## src/adc_attach_params.svh

```systemverilog
`ifndef ADC_ATTACH_PARAMS_SVH
`define ADC_ATTACH_PARAMS_SVH

// adc chips, 4 lanes x 2 delay lines each
`define ADC_NUM_UNITS   4
`define ADC_NUM_FCLKS   1   // frame clocks that own a delay line
// lanes, frame clocks, plus one for sync_out
`define ADC_NUM_DLY     (8 * `ADC_NUM_UNITS + `ADC_NUM_FCLKS + 1)
`define ADC_VERSION     32'h0001_0300
`define ADC_FCLK_RATIO  4   // lclk rising edges per fclk0 period

// word addresses, wb_adr_i[6:2]
`define ADC_REG_LOAD_LO    5'd0
`define ADC_REG_LOAD_HI    5'd1
`define ADC_REG_RST_LO     5'd2
`define ADC_REG_RST_HI     5'd3
`define ADC_REG_VTC_LO     5'd4
`define ADC_REG_VTC_HI     5'd5
`define ADC_REG_DLY_VAL    5'd6
`define ADC_REG_ERR_CNT    5'd7   // write clears all counters
`define ADC_REG_ISERDES    5'd8
`define ADC_REG_MMCM       5'd9
`define ADC_REG_LCLK_CNT   5'd10
`define ADC_REG_FCLK0_CNT  5'd11
`define ADC_REG_FCLK1_CNT  5'd12
`define ADC_REG_FCLK2_CNT  5'd13
`define ADC_REG_FCLK3_CNT  5'd14
`define ADC_REG_BITSLIP    5'd15
`define ADC_REG_SNAPSHOT   5'd16
`define ADC_REG_VERSION    5'd17

`endif
```

## src/adc_attach_pkg.sv

```systemverilog
`include "adc_attach_params.svh"

package adc_attach_pkg;

  // one bit per idelay line, lanes first, then fclks, sync on top
  typedef logic [`ADC_NUM_DLY-1:0] dly_vec_t;

  // one bitslip per lane
  typedef logic [4*`ADC_NUM_UNITS-1:0] slip_vec_t;

  // edge and error counters
  typedef logic [31:0] cnt_t;

  // tap value for the idelay load
  typedef logic [8:0] dly_val_t;

endpackage

```

## src/adc_stat_if.sv

```systemverilog
// clock monitor <-> register bank
interface adc_stat_if import adc_attach_pkg::*; ();

  cnt_t lclk_cnt;
  cnt_t fclk_cnt [4];   // one per fclk input
  cnt_t fclk_err_cnt;   // bad fclk0 periods
  logic cnt_clr;        // one cycle, from a write to reg 7

  modport mon (
    output lclk_cnt,
    output fclk_cnt,
    output fclk_err_cnt,
    input  cnt_clr
  );

  modport regs (
    input  lclk_cnt,
    input  fclk_cnt,
    input  fclk_err_cnt,
    output cnt_clr
  );

endinterface

```

## src/adc_ctrl_if.sv

```systemverilog
// register bank -> delay sequencer
interface adc_ctrl_if import adc_attach_pkg::*; ();

  dly_vec_t  dly_load;    // level, sequencer makes the pulse
  dly_vec_t  dly_rst;
  dly_vec_t  dly_en_vtc;
  dly_val_t  dly_val;     // shared by all lines
  slip_vec_t bitslip;     // level, sequencer makes the pulse
  logic      iserdes_rst;

  modport regs (
    output dly_load,
    output dly_rst,
    output dly_en_vtc,
    output dly_val,
    output bitslip,
    output iserdes_rst
  );

  modport seq (
    input dly_load,
    input dly_rst,
    input dly_en_vtc,
    input dly_val,
    input bitslip,
    input iserdes_rst
  );

endinterface

```

## src/adc_attach_top.sv

```systemverilog
`include "adc_attach_params.svh"

module adc_attach_top (
  input  logic                     wb_clk_i,
  input  logic                     wb_rst_i,
  input  logic [31:0]              wb_adr_i,
  input  logic [31:0]              wb_dat_i,
  input  logic [3:0]               wb_sel_i,
  input  logic                     wb_we_i,
  input  logic                     wb_cyc_i,
  input  logic                     wb_stb_i,
  output logic [31:0]              wb_dat_o,
  output logic                     wb_ack_o,
  output logic                     wb_err_o,

  // mmcm and capture control
  input  logic                     mmcm_locked_i,
  output logic                     mmcm_rst_o,
  output logic                     mmcm_clksel_o,
  output logic                     snapshot_trigger_o,

  // sampled clocks
  input  logic                     lclk_i,
  input  logic [3:0]               fclk_i,

  // idelay / iserdes controls
  output logic [`ADC_NUM_DLY-1:0]  delay_load_o,
  output logic [`ADC_NUM_DLY-1:0]  delay_rst_o,
  output logic [`ADC_NUM_DLY-1:0]  delay_en_vtc_o,
  output logic [8:0]               delay_val_o,
  output logic [4*`ADC_NUM_UNITS-1:0] bitslip_o,
  output logic                     iserdes_rst_o
);

  adc_ctrl_if ctrl_if ();
  adc_stat_if stat_if ();

  wb_ads5296_attach wb_ads5296_attach_inst (
    .wb_clk_i           (wb_clk_i),
    .wb_rst_i           (wb_rst_i),
    .wb_adr_i           (wb_adr_i),
    .wb_dat_i           (wb_dat_i),
    .wb_sel_i           (wb_sel_i),
    .wb_we_i            (wb_we_i),
    .wb_cyc_i           (wb_cyc_i),
    .wb_stb_i           (wb_stb_i),
    .wb_dat_o           (wb_dat_o),
    .wb_ack_o           (wb_ack_o),
    .wb_err_o           (wb_err_o),
    .mmcm_locked_i      (mmcm_locked_i),
    .mmcm_rst_o         (mmcm_rst_o),
    .mmcm_clksel_o      (mmcm_clksel_o),
    .snapshot_trigger_o (snapshot_trigger_o),
    .ctrl               (ctrl_if.regs),
    .stat               (stat_if.regs)
  );

  adc_delay_seq adc_delay_seq_inst (
    .wb_clk_i       (wb_clk_i),
    .wb_rst_i       (wb_rst_i),
    .ctrl           (ctrl_if.seq),
    .delay_load_o   (delay_load_o),
    .delay_rst_o    (delay_rst_o),
    .delay_en_vtc_o (delay_en_vtc_o),
    .delay_val_o    (delay_val_o),
    .bitslip_o      (bitslip_o),
    .iserdes_rst_o  (iserdes_rst_o)
  );

  adc_clk_monitor adc_clk_monitor_inst (
    .wb_clk_i (wb_clk_i),
    .wb_rst_i (wb_rst_i),
    .lclk_i   (lclk_i),
    .fclk_i   (fclk_i),
    .stat     (stat_if.mon)
  );

endmodule

```

## src/adc_clk_monitor.sv

```systemverilog
`include "adc_attach_params.svh"

module adc_clk_monitor import adc_attach_pkg::*; (
  input  logic       wb_clk_i,
  input  logic       wb_rst_i,
  input  logic       lclk_i,
  input  logic [3:0] fclk_i,

  adc_stat_if.mon    stat
);

  localparam int NCLK = 5;   // lclk plus four fclks

  logic [NCLK-1:0] clk_s1;   // {fclk3..fclk0, lclk}
  logic [NCLK-1:0] clk_s2;
  logic [NCLK-1:0] clk_d;    // edge flop
  logic [NCLK-1:0] rise;
  logic            lclk_rise;
  logic            fclk0_rise;

  logic [15:0]     per_cnt;  // lclk edges in the current fclk0 period
  logic            armed;    // a period start has been seen

  assign rise       = clk_s2 & ~clk_d;
  assign lclk_rise  = rise[0];
  assign fclk0_rise = rise[1];

  // two sync flops then the edge flop
  always_ff @(posedge wb_clk_i) begin
    if (wb_rst_i) begin
      clk_s1 <= '0;
      clk_s2 <= '0;
      clk_d  <= '0;
    end else begin
      clk_s1 <= {fclk_i, lclk_i};
      clk_s2 <= clk_s1;
      clk_d  <= clk_s2;
    end
  end

  // edge counters
  always_ff @(posedge wb_clk_i) begin
    if (wb_rst_i || stat.cnt_clr) begin
      stat.lclk_cnt <= '0;
      for (int i = 0; i < 4; i++) begin
        stat.fclk_cnt[i] <= '0;
      end
    end else begin
      if (lclk_rise) stat.lclk_cnt <= stat.lclk_cnt + 1'b1;
      for (int i = 0; i < 4; i++) begin
        if (rise[i+1]) stat.fclk_cnt[i] <= stat.fclk_cnt[i] + 1'b1;
      end
    end
  end

  // fclk0 period checker
  // an lclk edge in the same cycle as fclk0 belongs to the new period
  always_ff @(posedge wb_clk_i) begin
    if (wb_rst_i || stat.cnt_clr) begin
      per_cnt           <= '0;
      armed             <= 1'b0;
      stat.fclk_err_cnt <= '0;
    end else if (fclk0_rise) begin
      armed   <= 1'b1;  // first edge only opens a measurement
      per_cnt <= lclk_rise ? 16'd1 : 16'd0;
      if (armed && per_cnt != 16'(`ADC_FCLK_RATIO)) begin
        stat.fclk_err_cnt <= stat.fclk_err_cnt + 1'b1;
      end
    end else if (lclk_rise && per_cnt != '1) begin
      per_cnt <= per_cnt + 1'b1;   // saturates, a stuck fclk still flags
    end
  end

  // errors are only booked on fclk0 edges and both clear together
  err_below_fclk0: assert property (@(posedge wb_clk_i) disable iff (wb_rst_i)
    stat.fclk_err_cnt <= stat.fclk_cnt[0])
    else $error("fclk error count exceeds fclk0 edge count");

endmodule

```

## src/adc_delay_seq.sv

```systemverilog
module adc_delay_seq import adc_attach_pkg::*; (
  input  logic      wb_clk_i,
  input  logic      wb_rst_i,

  adc_ctrl_if.seq   ctrl,

  output dly_vec_t  delay_load_o,    // one-cycle pulses
  output dly_vec_t  delay_rst_o,
  output dly_vec_t  delay_en_vtc_o,
  output dly_val_t  delay_val_o,
  output slip_vec_t bitslip_o,       // one-cycle pulses
  output logic      iserdes_rst_o
);

  dly_vec_t  load_prev;   // last seen register levels
  slip_vec_t slip_prev;
  dly_vec_t  load_prev_out;

  always_ff @(posedge wb_clk_i) begin
    if (wb_rst_i) begin
      load_prev      <= '0;
      slip_prev      <= '0;
      delay_load_o   <= '0;
      bitslip_o      <= '0;
      delay_rst_o    <= '0;
      delay_en_vtc_o <= '0;
      delay_val_o    <= '0;
      iserdes_rst_o  <= 1'b0;
    end else begin
      load_prev <= ctrl.dly_load;
      slip_prev <= ctrl.bitslip;
      // 0 -> 1 only, a bit left at 1 stays quiet
      delay_load_o <= ctrl.dly_load & ~load_prev;
      bitslip_o    <= ctrl.bitslip & ~slip_prev;
      // levels, one cycle behind the register
      delay_rst_o    <= ctrl.dly_rst;
      delay_en_vtc_o <= ctrl.dly_en_vtc;
      delay_val_o    <= ctrl.dly_val;
      iserdes_rst_o  <= ctrl.iserdes_rst;
    end
  end

  // previous output, for the pulse width check
  always_ff @(posedge wb_clk_i) begin
    if (wb_rst_i) begin
      load_prev_out <= '0;
    end else begin
      load_prev_out <= delay_load_o;
    end
  end

  // idelay must see a single-cycle load per set bit
  load_pulse_width: assert property (@(posedge wb_clk_i) disable iff (wb_rst_i)
    (delay_load_o & load_prev_out) == '0)
    else $error("delay load pulse longer than one cycle");

endmodule

```

## src/wb_ads5296_attach.sv

```systemverilog
`include "adc_attach_params.svh"

module wb_ads5296_attach import adc_attach_pkg::*; (
  input  logic        wb_clk_i,
  input  logic        wb_rst_i,
  input  logic [31:0] wb_adr_i,
  input  logic [31:0] wb_dat_i,
  input  logic [3:0]  wb_sel_i,
  input  logic        wb_we_i,
  input  logic        wb_cyc_i,
  input  logic        wb_stb_i,
  output logic [31:0] wb_dat_o,
  output logic        wb_ack_o,
  output logic        wb_err_o,

  input  logic        mmcm_locked_i,
  output logic        mmcm_rst_o,
  output logic        mmcm_clksel_o,
  output logic        snapshot_trigger_o,

  adc_ctrl_if.regs    ctrl,
  adc_stat_if.regs    stat
);

  localparam int DLY_W  = `ADC_NUM_DLY;
  localparam int HI_W   = DLY_W - 32;       // fclk + sync bits in the high word
  localparam int SLIP_W = 4 * `ADC_NUM_UNITS;

  logic        ack_q;
  logic [31:0] rd_data_q;   // captured at acceptance and shown with ack
  logic [31:0] rd_mux;
  logic        accept;
  logic [4:0]  reg_adr;
  logic [31:0] wmask;       // byte enables spread to bits
  logic        cnt_clr_q;

  // control registers
  dly_vec_t    dly_load_q;
  dly_vec_t    dly_rst_q;
  dly_vec_t    dly_en_vtc_q;
  dly_val_t    dly_val_q;
  slip_vec_t   bitslip_q;
  logic        iserdes_rst_q;
  logic        mmcm_rst_q;
  logic        mmcm_clksel_q;
  logic        snapshot_q;

  assign accept  = wb_stb_i && wb_cyc_i && !ack_q;  // no new cycle while ack is up
  assign reg_adr = wb_adr_i[6:2];
  assign wmask   = {{8{wb_sel_i[3]}}, {8{wb_sel_i[2]}}, {8{wb_sel_i[1]}}, {8{wb_sel_i[0]}}};

  // keep unselected bytes of a field
  function automatic logic [31:0] wr_merge(input logic [31:0] cur);
    return (cur & ~wmask) | (wb_dat_i & wmask);
  endfunction

  // read mux with zero-extended fields
  always_comb begin
    rd_mux = 32'b0;
    case (reg_adr)
      `ADC_REG_LOAD_LO:   rd_mux = dly_load_q[31:0];
      `ADC_REG_LOAD_HI:   rd_mux = 32'(dly_load_q[DLY_W-1:32]);
      `ADC_REG_RST_LO:    rd_mux = dly_rst_q[31:0];
      `ADC_REG_RST_HI:    rd_mux = 32'(dly_rst_q[DLY_W-1:32]);
      `ADC_REG_VTC_LO:    rd_mux = dly_en_vtc_q[31:0];
      `ADC_REG_VTC_HI:    rd_mux = 32'(dly_en_vtc_q[DLY_W-1:32]);
      `ADC_REG_DLY_VAL:   rd_mux = 32'(dly_val_q);
      `ADC_REG_ERR_CNT:   rd_mux = stat.fclk_err_cnt;
      `ADC_REG_ISERDES:   rd_mux = {31'b0, iserdes_rst_q};
      // master flag at bit 24 stays low as this attachment is never master
      `ADC_REG_MMCM:      rd_mux = {7'b0, 1'b0, 7'b0, mmcm_locked_i,
                                    7'b0, mmcm_clksel_q, 7'b0, mmcm_rst_q};
      `ADC_REG_LCLK_CNT:  rd_mux = stat.lclk_cnt;
      `ADC_REG_FCLK0_CNT: rd_mux = stat.fclk_cnt[0];
      `ADC_REG_FCLK1_CNT: rd_mux = stat.fclk_cnt[1];
      `ADC_REG_FCLK2_CNT: rd_mux = stat.fclk_cnt[2];
      `ADC_REG_FCLK3_CNT: rd_mux = stat.fclk_cnt[3];
      `ADC_REG_BITSLIP:   rd_mux = 32'(bitslip_q);
      `ADC_REG_SNAPSHOT:  rd_mux = {31'b0, snapshot_q};
      `ADC_REG_VERSION:   rd_mux = `ADC_VERSION;
      default:            rd_mux = 32'b0;   // unmapped
    endcase
  end

  always_ff @(posedge wb_clk_i) begin
    if (wb_rst_i) begin
      ack_q         <= 1'b0;
      cnt_clr_q     <= 1'b0;
      dly_load_q    <= '0;
      dly_rst_q     <= '0;
      dly_en_vtc_q  <= '0;
      dly_val_q     <= '0;
      bitslip_q     <= '0;
      iserdes_rst_q <= 1'b0;
      mmcm_rst_q    <= 1'b0;
      mmcm_clksel_q <= 1'b0;
      snapshot_q    <= 1'b0;
    end else begin
      ack_q     <= accept;  // high for the one cycle after acceptance
      cnt_clr_q <= 1'b0;
      if (accept && wb_we_i) begin
        case (reg_adr)
          `ADC_REG_LOAD_LO: dly_load_q[31:0] <= wr_merge(dly_load_q[31:0]);
          `ADC_REG_LOAD_HI:
            dly_load_q[DLY_W-1:32] <= HI_W'(wr_merge(32'(dly_load_q[DLY_W-1:32])));
          `ADC_REG_RST_LO:  dly_rst_q[31:0] <= wr_merge(dly_rst_q[31:0]);
          `ADC_REG_RST_HI:
            dly_rst_q[DLY_W-1:32] <= HI_W'(wr_merge(32'(dly_rst_q[DLY_W-1:32])));
          `ADC_REG_VTC_LO:  dly_en_vtc_q[31:0] <= wr_merge(dly_en_vtc_q[31:0]);
          `ADC_REG_VTC_HI:
            dly_en_vtc_q[DLY_W-1:32] <= HI_W'(wr_merge(32'(dly_en_vtc_q[DLY_W-1:32])));
          `ADC_REG_DLY_VAL: dly_val_q <= 9'(wr_merge(32'(dly_val_q)));
          `ADC_REG_ERR_CNT: cnt_clr_q <= 1'b1;  // data ignored
          `ADC_REG_ISERDES: begin
            if (wb_sel_i[0]) iserdes_rst_q <= wb_dat_i[0];
          end
          `ADC_REG_MMCM: begin
            if (wb_sel_i[0]) mmcm_rst_q <= wb_dat_i[0];
            if (wb_sel_i[1]) mmcm_clksel_q <= wb_dat_i[8];
          end
          `ADC_REG_BITSLIP: bitslip_q <= SLIP_W'(wr_merge(32'(bitslip_q)));
          `ADC_REG_SNAPSHOT: begin
            if (wb_sel_i[0]) snapshot_q <= wb_dat_i[0];
          end
          default: ;  // counters and version are read only
        endcase
      end
    end
  end

  // read data taken when a cycle is accepted
  always_ff @(posedge wb_clk_i) begin
    if (accept) begin
      rd_data_q <= wb_we_i ? 32'b0 : rd_mux;
    end
  end

  assign wb_ack_o = ack_q;
  assign wb_dat_o = ack_q ? rd_data_q : 32'b0;
  assign wb_err_o = 1'b0;   // no error responses

  assign ctrl.dly_load    = dly_load_q;
  assign ctrl.dly_rst     = dly_rst_q;
  assign ctrl.dly_en_vtc  = dly_en_vtc_q;
  assign ctrl.dly_val     = dly_val_q;
  assign ctrl.bitslip     = bitslip_q;
  assign ctrl.iserdes_rst = iserdes_rst_q;
  assign stat.cnt_clr     = cnt_clr_q;

  assign mmcm_rst_o         = mmcm_rst_q;
  assign mmcm_clksel_o      = mmcm_clksel_q;
  assign snapshot_trigger_o = snapshot_q;

  // a held strobe must still see ack drop between transfers
  ack_single_cycle: assert property (@(posedge wb_clk_i) disable iff (wb_rst_i)
    wb_ack_o |=> !wb_ack_o)
    else $error("wb ack held for two cycles");

  err_never_set: assert property (@(posedge wb_clk_i) disable iff (wb_rst_i)
    wb_cyc_i |-> !wb_err_o)
    else $error("wb err raised");

endmodule

```

## config.mk

```make
export PLATFORM = sky130hd
export DESIGN_NAME = adc_attach_top
export DESIGN_NICKNAME = d
export VERILOG_FILES = /design/src/adc_attach_pkg.sv /design/src/adc_stat_if.sv /design/src/adc_ctrl_if.sv /design/src/adc_attach_top.sv /design/src/adc_clk_monitor.sv /design/src/adc_delay_seq.sv /design/src/wb_ads5296_attach.sv
export VERILOG_INCLUDE_DIRS = /design/src
export SDC_FILE = /design/constraint.sdc
export NUM_CORES = 1
export LEC_CHECK = 0
export ABC_AREA = 1
export BUFFER_PORTS_ARGS = -buffer_cell sky130_fd_sc_hd__buf_2
export CAP_MARGIN = 25
export CORE_AREA = 2 2 214 216
export CTS_CLUSTER_SIZE = 14
export DETAILED_ROUTE_END_ITERATION = 10
export DIE_AREA = 0 0 216 218
export GPL_TIMING_DRIVEN = 0
export PLACE_DENSITY = 0.71
export SETUP_SLACK_MARGIN = 0.15
export SLEW_MARGIN = 40
export SYNTH_ARGS = -nofsm -noshare
export SYNTH_HDL_FRONTEND = slang
export SYNTH_SLANG_ARGS = --single-unit
```

## constraint.sdc

```tcl
create_clock -name wb_clk_i -period 2.9 [get_ports wb_clk_i]
set_input_delay 0.435 -clock wb_clk_i [delete_from_list [all_inputs] [get_ports wb_clk_i]]
set_output_delay 0.435 -clock wb_clk_i [all_outputs]
set_load 0.01 [all_outputs]
```

# ---- Word-level counts from Yosys, hierarchy flattened
# Cells that the tools add are included.
dict set report word_totals {
  register_bits 567
  wordCells 114
  output_inout_bits 165
  n_memories 0
  mem_bits_rw 0
  in_bits 79
  rom_bits 0
  latch_bits 0
}
dict set report op_classes {
  n_addsub 7
  div 0
  muxes 6
  reduce_logical 23
  n_shift 0
  magnitude_cmp 0
  n_bitwise 25
  mul 0
  eq_ne 19
}
# op count
set ops {}
lappend ops {{$pmux W32 S18} 1}
lappend ops {{$add A32 B1 Y32 const B} 6}
lappend ops {{$and A32 B32 Y32} 4}
lappend ops {{$or A32 B32 Y32} 3}
lappend ops {{$eq A5 B4 Y1 const B} 8}
lappend ops {{$and A34 B34 Y34} 1}
lappend ops {{$not A34 Y34} 1}
lappend ops {{$and A16 B16 Y16} 2}
lappend ops {{$mux W16} 2}
lappend ops {{$mux W32} 1}
lappend ops {{$not A32 Y32} 1}
lappend ops {{$eq A5 B3 Y1 const B} 4}
lappend ops {{$reduce_and A2 Y1} 9}
lappend ops {{$add A16 B1 Y16 const B} 1}
lappend ops {{$ne A16 B16 Y1 const B} 1}
lappend ops {{$ne A16 B3 Y1 const B} 1}
lappend ops {{$not A16 Y16} 1}
lappend ops {{$or A16 B16 Y16} 1}
lappend ops {{$reduce_and A3 Y1} 4}
lappend ops {{$eq A5 B2 Y1 const B} 2}
lappend ops {{$eq A5 B5 Y1 const B} 2}
lappend ops {{$and A9 B9 Y9} 1}
lappend ops {{$or A9 B9 Y9} 1}
lappend ops {{$and A2 B2 Y2} 3}
lappend ops {{12 further kinds} 19}

# ---- Logic depth before layout (Yosys ltp)
# Gate-level depths: netlist (run 1).
dict set report logic_depth {
  ltp_word 5
  mapped_depth 11
}

# ---- Cells and area by module
# From an unflattened synthesis (run 1), not the netlist that was laid out.
dict set report unflattened {
  hier_cells 3715
  hier_area_um2 25505.7
}
# module n_inst cells_each area_each_um2 seq_area_each_um2
set by_module_without_submodules {}
lappend by_module_without_submodules {adc_clk_monitor 1 1841 11939.0 4484.3}
lappend by_module_without_submodules {wb_ads5296_attach 1 1375 8722.1 3623.5}
lappend by_module_without_submodules {adc_delay_seq 1 499 4844.6 3563.4}

# ---- Worst setup path after synthesis (run 1)
# Ideal clock, no wire load.
dict set report synth_timing {
  path_type {register to register}
  start {reg wb_ads5296_attach_inst.ack_q (netlist: wb_ads5296_attach_inst.wb_ack_o)}
  end {reg (tool-made name)}
  path_buffers 2
  required_time_ns 2.830
  period_less_slack_ns 2.098
  setup_slack_ns 0.802
  setup_time_ns 0.070
  stages_incl_launch_ff 10
  arrival_time_ns 2.028
  cell_sequence {dfxtp_1 -> clkbuf_1 -> nor2_4 -> nand2_2 -> inv_1 -> nand2_4 -> nor2_2 -> buf_4 -> o21ai_0 -> a21oi_1}
}
# element line_no
set synth_rtl {}
lappend synth_rtl {{start, declared} wb_ads5296_attach.sv:29} ;# logic ack_q;
lappend synth_rtl {{start signal, assigned} wb_ads5296_attach.sv:99} ;# ack_q <= accept;

# ---- Worst setup path after layout (run 1)
dict set report layout_timing {
  start {reg wb_ads5296_attach_inst.ack_q (netlist: wb_ads5296_attach_inst.wb_ack_o)}
  end {out wb_dat_o[15]}
}
dict set report layout_via {
  elab_chain_cells 1
}
# element line_no
set layout_lines {}
lappend layout_lines {{$mux W32} wb_ads5296_attach.sv:139} ;# assign wb_dat_o = ack_q ? rd_data_q : 32'b0;
lappend layout_lines {{end, declared} adc_attach_top.sv:12} ;# output logic [31:0] wb_dat_o,
# Every way passes these cells.

==> metrics.txt, run 1 <==
status complete, no violations; fin crit period 2710 ps; yosys warns 0; # IOs 244; Synth Flop Type dfxtp_1; Sink Count 567; total gr overflow 0; clk root buf clkbuf_16; Die W 216 µm; share of cells above drive strength 1 0.107; row count 78; fin cells 4372; multiplexer share of the synthesized area 0; Synth Register Bits 567; antenna violations before repair 2; crit path launch type flip-flop; critical-path maximum fanout 10; number of synthesized flops with an enable pin 32; DR WL/cell 19.6 µm; Post-CTS Setup Bufs 0; post-synthesis compound-gate area fraction 0.128; vias in the first global route 21600; Port Buffers 213; H-tree depth 2; Setup CP Type flip-flop to output pin; power density over cell area 580 nW/µm²; Distinct cells, synth 43; adder-cell share of the synthesized area 0.00412; Ant. Diodes 0; Cell Count Post-Placement 4266; Leak 11.3 nW; Final Core Density 0.627; Max Cap Viol 0; syn avg cell area 7.03 µm²; core footprint 44900 µm²; clk slew on worst S/H paths 60 ps; Seq/Total Area, Yosys 0.481; number of remaining DRC errors 0; Layout Skew 19.1 ps; violation count after the first detailed-route iteration 2754; Peak VDD IR 504 µV; period utilization 0.934; origin of the worst setup path wb_ads5296_attach_inst.wb_ack_o$_SDFF_PP0_; Final Hold Vio Count 0; Slew headroom 0.409; crit end category output pin; largest family of logic cells by synthesized area simple AND/OR/NAND/NOR gates; Initial Utilization 0.541; Post-Synth XOR/XNOR Area 0.00613; worst reg2reg startpoint wb_ads5296_attach_inst.wb_ack_o$_SDFF_PP0_; Slew Limit Fails 0; cells on worst reg2reg path 9; DRT Pass-1 Iters 7; WL final 85900 µm; gr usage total 0.359; first-pass GRT wire length 128000 µm; Post-synth ARST share 0; Syn Nets 3538; Post-Syn Area 24300 µm²; CTS buffer count 58; Arr. time, crit path 2270 ps; worst min path class primary input to flip-flop; Nets 3815; Slew @ Worst Pin 887 ps; Final setup viols 0; design area 28100 µm²; Syn-to-layout area delta 15.9%; Critical Path End wb_dat_o[15]; RD Place Congestion 1.00; routed via count 23800; pre-CTS setup slack 208 ps; Vias/cell 5.45; Reg2Reg Setup Slack 540 ps; dpl cell area 26100 µm²; DP HPWL 67200 µm; fmax 369 MHz; Design Power 16.3 mW; clk buf depth 3; RSZ-0062 raised after global routing no; Final WS setup 191 ps; Routed Antenna Nets 0; Mapped Cells 3451; largest net degree at the start of global routing 19; die height 218 µm; CTS tree done; Synth Area in Simple Gates 0.289; Critical Path RT 2470 ps; die footprint 47100 µm²; clock latency on the worst-skew pair 640 ps
## cells in the final DEF (no fill, tap or decap), types with 5 or more instances in the layout
master and instances:
nand2_1 731, nor2_1 585, dfxtp_1 535, inv_1 455
o21ai_0 275, a21oi_1 267, buf_2 250, nand3_1 152
nor3_1 115, clkbuf_16 58, clkbuf_1 57, nand4_1 43
edfxtp_1 32, o211ai_1 17, o22ai_1 15, clkinv_2 13
nor2_2 12, xor2_1 12, nor2_4 10, nand2_2 9
nand3b_1 9, clkbuf_8 9, o21a_1 8, buf_4 8
ha_1 8, clkbuf_2 7, buf_1 7, o21ai_1 7
bufinv_16 7, clkinv_1 6, nor4_1 5, xnor2_1 5
## synth_stat cells, types with 4 or more instances
master / n / area share
nor3_1: 115 / 0.024
dfxtp_1: 535 / 0.44
nor2_2: 11 / 0.0028
nor4_1: 5 / 0.0013
a31oi_1: 4 / 0.0010
nor3b_1: 4 / 0.0012
nand2_2: 9 / 0.0023
ha_1: 8 / 0.0041
nand4_1: 43 / 0.011
clkbuf_1: 58 / 0.0090
xor2_1: 12 / 0.0043
nand2_1: 731 / 0.11
buf_1: 7 / 0.0011
buf_2: 37 / 0.0076
buf_4: 8 / 0.0025
nand3_1: 152 / 0.031
a21oi_1: 267 / 0.055
o21ai_1: 7 / 0.0014
nor2_1: 586 / 0.091
nor2_4: 10 / 0.0046
o21ai_0: 275 / 0.057
edfxtp_1: 32 / 0.040
o21a_1: 8 / 0.0025
o22ai_1: 15 / 0.0039
nand3b_1: 9 / 0.0028
xnor2_1: 5 / 0.0018
o211ai_1: 17 / 0.0053
inv_1: 455 / 0.070
## worst max-delay path, stage by stage, from the launching register on
cell and delay [ps]:
dfxtp_1 440, clkbuf_1 380, clkbuf_2 360, nand2_1 170, inv_1 140, buf_2 140
## timing repair
item                                    4_1_cts  5_1_grt
resized for setup                             3        0
endpoints found under the setup margin       11        0
hold endpoints to repair                      2        0
hold buffers                                  2        0
## cell families (layout without fill, tap and decap cells)
family | after synthesis | after routing
adders and majority gates | 8 | 8
AOI/OAI and AO/OA | 600 | 600
DFF | 567 | 567
xor gates and xnor gates | 17 | 17
and+or+nand+nor | 1686 | 1686
buffers and inverters | 572 | 893
other | 1 | 1
## through the flow
stage                     hold slack, ps  setup TNS, ps
after floorplan                      373              0
after global placement               377          -1300
after detailed placement             378              0
after CTS                           15.4              0
after global routing                39.4              0
final                               30.9              0
## worst min path at each step
| stage | startpoint | endpoint | cells after the start |
|---|---|---|---|
| after global routing | fclk_i[0] | adc_clk_monitor_inst.clk_s1[1]$_SDFF_PP0_ | 3 |
| after detailed placement | adc_delay_seq_inst.slip_prev[15]$_SDFF_PP0_ | adc_delay_seq_inst.bitslip_o[15]$_SDFF_PP0_ | 1 |
| after global placement | adc_delay_seq_inst.slip_prev[15]$_SDFF_PP0_ | adc_delay_seq_inst.bitslip_o[15]$_SDFF_PP0_ | 1 |
| after floorplan | adc_delay_seq_inst.slip_prev[15]$_SDFF_PP0_ | adc_delay_seq_inst.bitslip_o[15]$_SDFF_PP0_ | 1 |
| after CTS | fclk_i[0] | adc_clk_monitor_inst.clk_s1[1]$_SDFF_PP0_ | 3 |
| final | lclk_i | adc_clk_monitor_inst.clk_s1[0]$_SDFF_PP0_ | 3 |
## per-layer routing
metal	track usage	vias up	wire length (µm)	part of all wire
met5	0	-	13	0.00015
met3	0.0689	184	8340	0.097
met2	0.583	1127	38900	0.45
met1	0.481	11000	35700	0.42
met4	0.124	2	2990	0.035
li1	-	11500	-	-
## cell type report
type | count | area [µm²]
repair buffers | 217 | 1120
well taps | 600 | 751
plain buffers | 110 | 498
inverters | 462 | 1740
flip-flops and latches | 567 | 11700
clock buffers | 73 | 1600
multi-input cells | 2312 | 10400
fillers | 4298 | 16800
clock inverters | 31 | 392
## power by group
group,leakage (nW),switching [mW],internal (mW)
Sequential,4.62,0.0244,7.90
Clock,0.971,3.29,4.53
Combinational,5.71,0.452,0.130
Total,11.3,3.77,12.6
Power figures use the tool's default switching activity.
==> run 2: changes to the inputs <==
--- a/config.mk
+++ b/config.mk
@@ -9,12 +9,12 @@
 export ABC_AREA = 1
 export BUFFER_PORTS_ARGS = -buffer_cell sky130_fd_sc_hd__buf_2
 export CAP_MARGIN = 25
-export CORE_AREA = 2 2 214 216
+export CORE_AREA = 2 2 267 269
 export CTS_CLUSTER_SIZE = 14
 export DETAILED_ROUTE_END_ITERATION = 10
-export DIE_AREA = 0 0 216 218
+export DIE_AREA = 0 0 269 271
 export GPL_TIMING_DRIVEN = 0
-export PLACE_DENSITY = 0.71
+export PLACE_DENSITY = 0.49
 export SETUP_SLACK_MARGIN = 0.15
 export SLEW_MARGIN = 40
 export SYNTH_ARGS = -nofsm -noshare
==> run 2 against run 1 <==
Effect of this change:
- register-to-register slack about the same
- worst hold slack better by 12 ps
- power up 4.9%
- first-iteration DRC count down 31%
- count of clock-buffer cells in the layout up 18
- cell area up 2.4%
- highest routed layer is now met4
- fmax up 9.1%
==> metrics.txt, run 2 (synthesis gave the netlist of run 1 again) <==
Max Cap Viol 0 (unchanged); # IOs 244 (unchanged); die height 271 µm (was 218 µm); status complete, no violations (unchanged); Final setup viols 0 (unchanged); total gr overflow 0 (unchanged); most frequent cells in the layout 731 x nand2_1, 585 x nor2_1, 535 x dfxtp_1, 455 x inv_1, 274 x o21ai_0 (was 731 x nand2_1, 585 x nor2_1, 535 x dfxtp_1, 455 x inv_1, 275 x o21ai_0); Routed Antenna Nets 0 (unchanged); crit path launch type flip-flop (unchanged); Layout Skew 19.2 ps (was 19.1 ps); Critical Path RT 2470 ps (about the same); DP HPWL 73100 µm (was 67200 µm); origin of the worst setup path wb_ads5296_attach_inst.wb_ack_o$_SDFF_PP0_ (unchanged); number of remaining DRC errors 0 (unchanged); antenna violations before repair 1 (was 2); WL final 92400 µm (was 85900 µm); Cell Count Post-Placement 4606 (was 4266); first-pass GRT wire length 135000 µm (was 128000 µm); vias in the first global route 21400 (was 21600); Critical Path End wb_dat_o[11] (was wb_dat_o[15]); Final Core Density 0.413 (was 0.627); power density over cell area 594 nW/µm² (was 580 nW/µm²); fin cells 4726 (was 4372); cells on worst reg2reg path 11 (was 9); RSZ-0062 raised after global routing no (unchanged); CTS tree done (unchanged); clk root buf clkbuf_16 (unchanged); Initial Utilization 0.348 (was 0.541); Slew headroom 0.418 (was 0.409); Port Buffers 213 (unchanged); Slew @ Worst Pin 872 ps (was 887 ps); design area 28800 µm² (was 28100 µm²); pre-CTS setup slack -0.586 ps (was 208 ps); Leak 11.4 nW (was 11.3 nW); clk slew on worst S/H paths 60 ps (about the same); hold_buf cts 0 (was 2); dpl cell area 26600 µm² (was 26100 µm²); period utilization 0.856 (was 0.934); H-tree depth 3 (was 2); Final Hold Vio Count 0 (unchanged); Setup CP Type flip-flop to output pin (unchanged); Nets 3822 (was 3815); most common cell after layout, fill and taps aside nand2_1 (unchanged); share of cells above drive strength 1 0.111 (was 0.107); Arr. time, crit path 2050 ps (was 2270 ps); Die W 269 µm (was 216 µm); Design Power 17.1 mW (was 16.3 mW); crit end category output pin (unchanged); clock latency on the worst-skew pair 620 ps (was 640 ps); Sink Count 567 (unchanged); Slew Limit Fails 0 (unchanged); Reg2Reg Setup Slack 530 ps (was 540 ps); largest net degree at the start of global routing 19 (unchanged); CTS buffer count 67 (was 58); Syn-to-layout area delta 18.7% (was 15.9%); worst reg2reg startpoint adc_clk_monitor_inst.per_cnt[0]$_SDFFE_PP0P_ (was wb_ads5296_attach_inst.wb_ack_o$_SDFF_PP0_); row count 97 (was 78); fin crit period 2480 ps (was 2710 ps); DRT Pass-1 Iters 6 (was 7); Vias/cell 4.93 (was 5.45); violation count after the first detailed-route iteration 1909 (was 2754); DR WL/cell 19.6 µm (about the same); Hold WS 43.3 ps (was 30.9 ps); gr usage total 0.248 (was 0.359); Peak VDD IR 396 µV (was 504 µV); clk buf depth 3 (unchanged); r2r endpoint adc_clk_monitor_inst.stat.fclk_err_cnt[9]$_SDFFE_PP0P_; RD Place Congestion 0.947 (was 1.00); routed via count 23300 (was 23800); Final WS setup 417 ps (was 191 ps); core footprint 69800 µm² (was 44900 µm²); final setup TNS 0 ps (unchanged); worst min path class primary input to flip-flop (unchanged); critical-path maximum fanout 10 (unchanged); fmax 403 MHz (was 369 MHz); die footprint 72900 µm² (was 47100 µm²)
-- run 2: cell count changes in the layout (fill, tap and decap cells not counted), sizes merged --
cell	previous run	this run
clkbuf	131	149
clkinv	24	20
diode	0	1
inv	458	462
dlygate4sd3	2	0
bufinv	7	4
-- run 2: cell type report --
class	count	area, µm²
diodes	1	2.50
clock buffers	91	1910
flip-flops and latches	567	11700
clock inverters	28	332
fillers	7367	41000
well taps	940	1180
multi-input cells	2312	10400
inverters	462	1740
repair buffers	215	1110
plain buffers	110	504
-- run 2: repair_timing --
item	CTS	global route
cloned	0	0
resized for setup	2	2
setup endpoints to repair	22	6
endpoints found under the hold margin	0	0
setup buffers	0	0
-- run 2: how the worst min path moves through the flow --
stage / slack, ps / from / to / cells after the start
after floorplan: 370 / adc_delay_seq_inst.slip_prev[15]$_SDFF_PP0_ / adc_delay_seq_inst.bitslip_o[15]$_SDFF_PP0_ / 1
after global placement: 370 / adc_delay_seq_inst.load_prev[33]$_SDFF_PP0_ / adc_delay_seq_inst.delay_load_o[33]$_SDFF_PP0_ / 1
after detailed placement: 380 / adc_delay_seq_inst.slip_prev[7]$_SDFF_PP0_ / adc_delay_seq_inst.bitslip_o[7]$_SDFF_PP0_ / 1
after CTS: 20 / fclk_i[1] / adc_clk_monitor_inst.clk_s1[2]$_SDFF_PP0_ / 3
after global routing: 30 / fclk_i[0] / adc_clk_monitor_inst.clk_s1[1]$_SDFF_PP0_ / 3
final: 40 / fclk_i[1] / adc_clk_monitor_inst.clk_s1[2]$_SDFF_PP0_ / 3
-- run 2: critical path: stages, from the launching register on --
cell      delay (ps)
dfxtp_1          330
clkbuf_2         360
clkbuf_2         350
nand2_1          170
inv_1             90
buf_2            130
-- run 2: power by group --
part	leakage, nW	total (mW)	internal (mW)	switching (mW)
Sequential	4.62	7.92	7.90	0.0224
Clock	1.10	8.62	5.03	3.59
Combinational	5.72	0.585	0.131	0.454
-- run 2: per-layer routing --
metal	GRT usage	up-vias	routed length (µm)
li1	-	11600	-
met1	0.342	10900	41800
met2	0.405	712	42800
met3	0.0338	109	5900
met4	0.0637	0	1890
met5	0	-	0
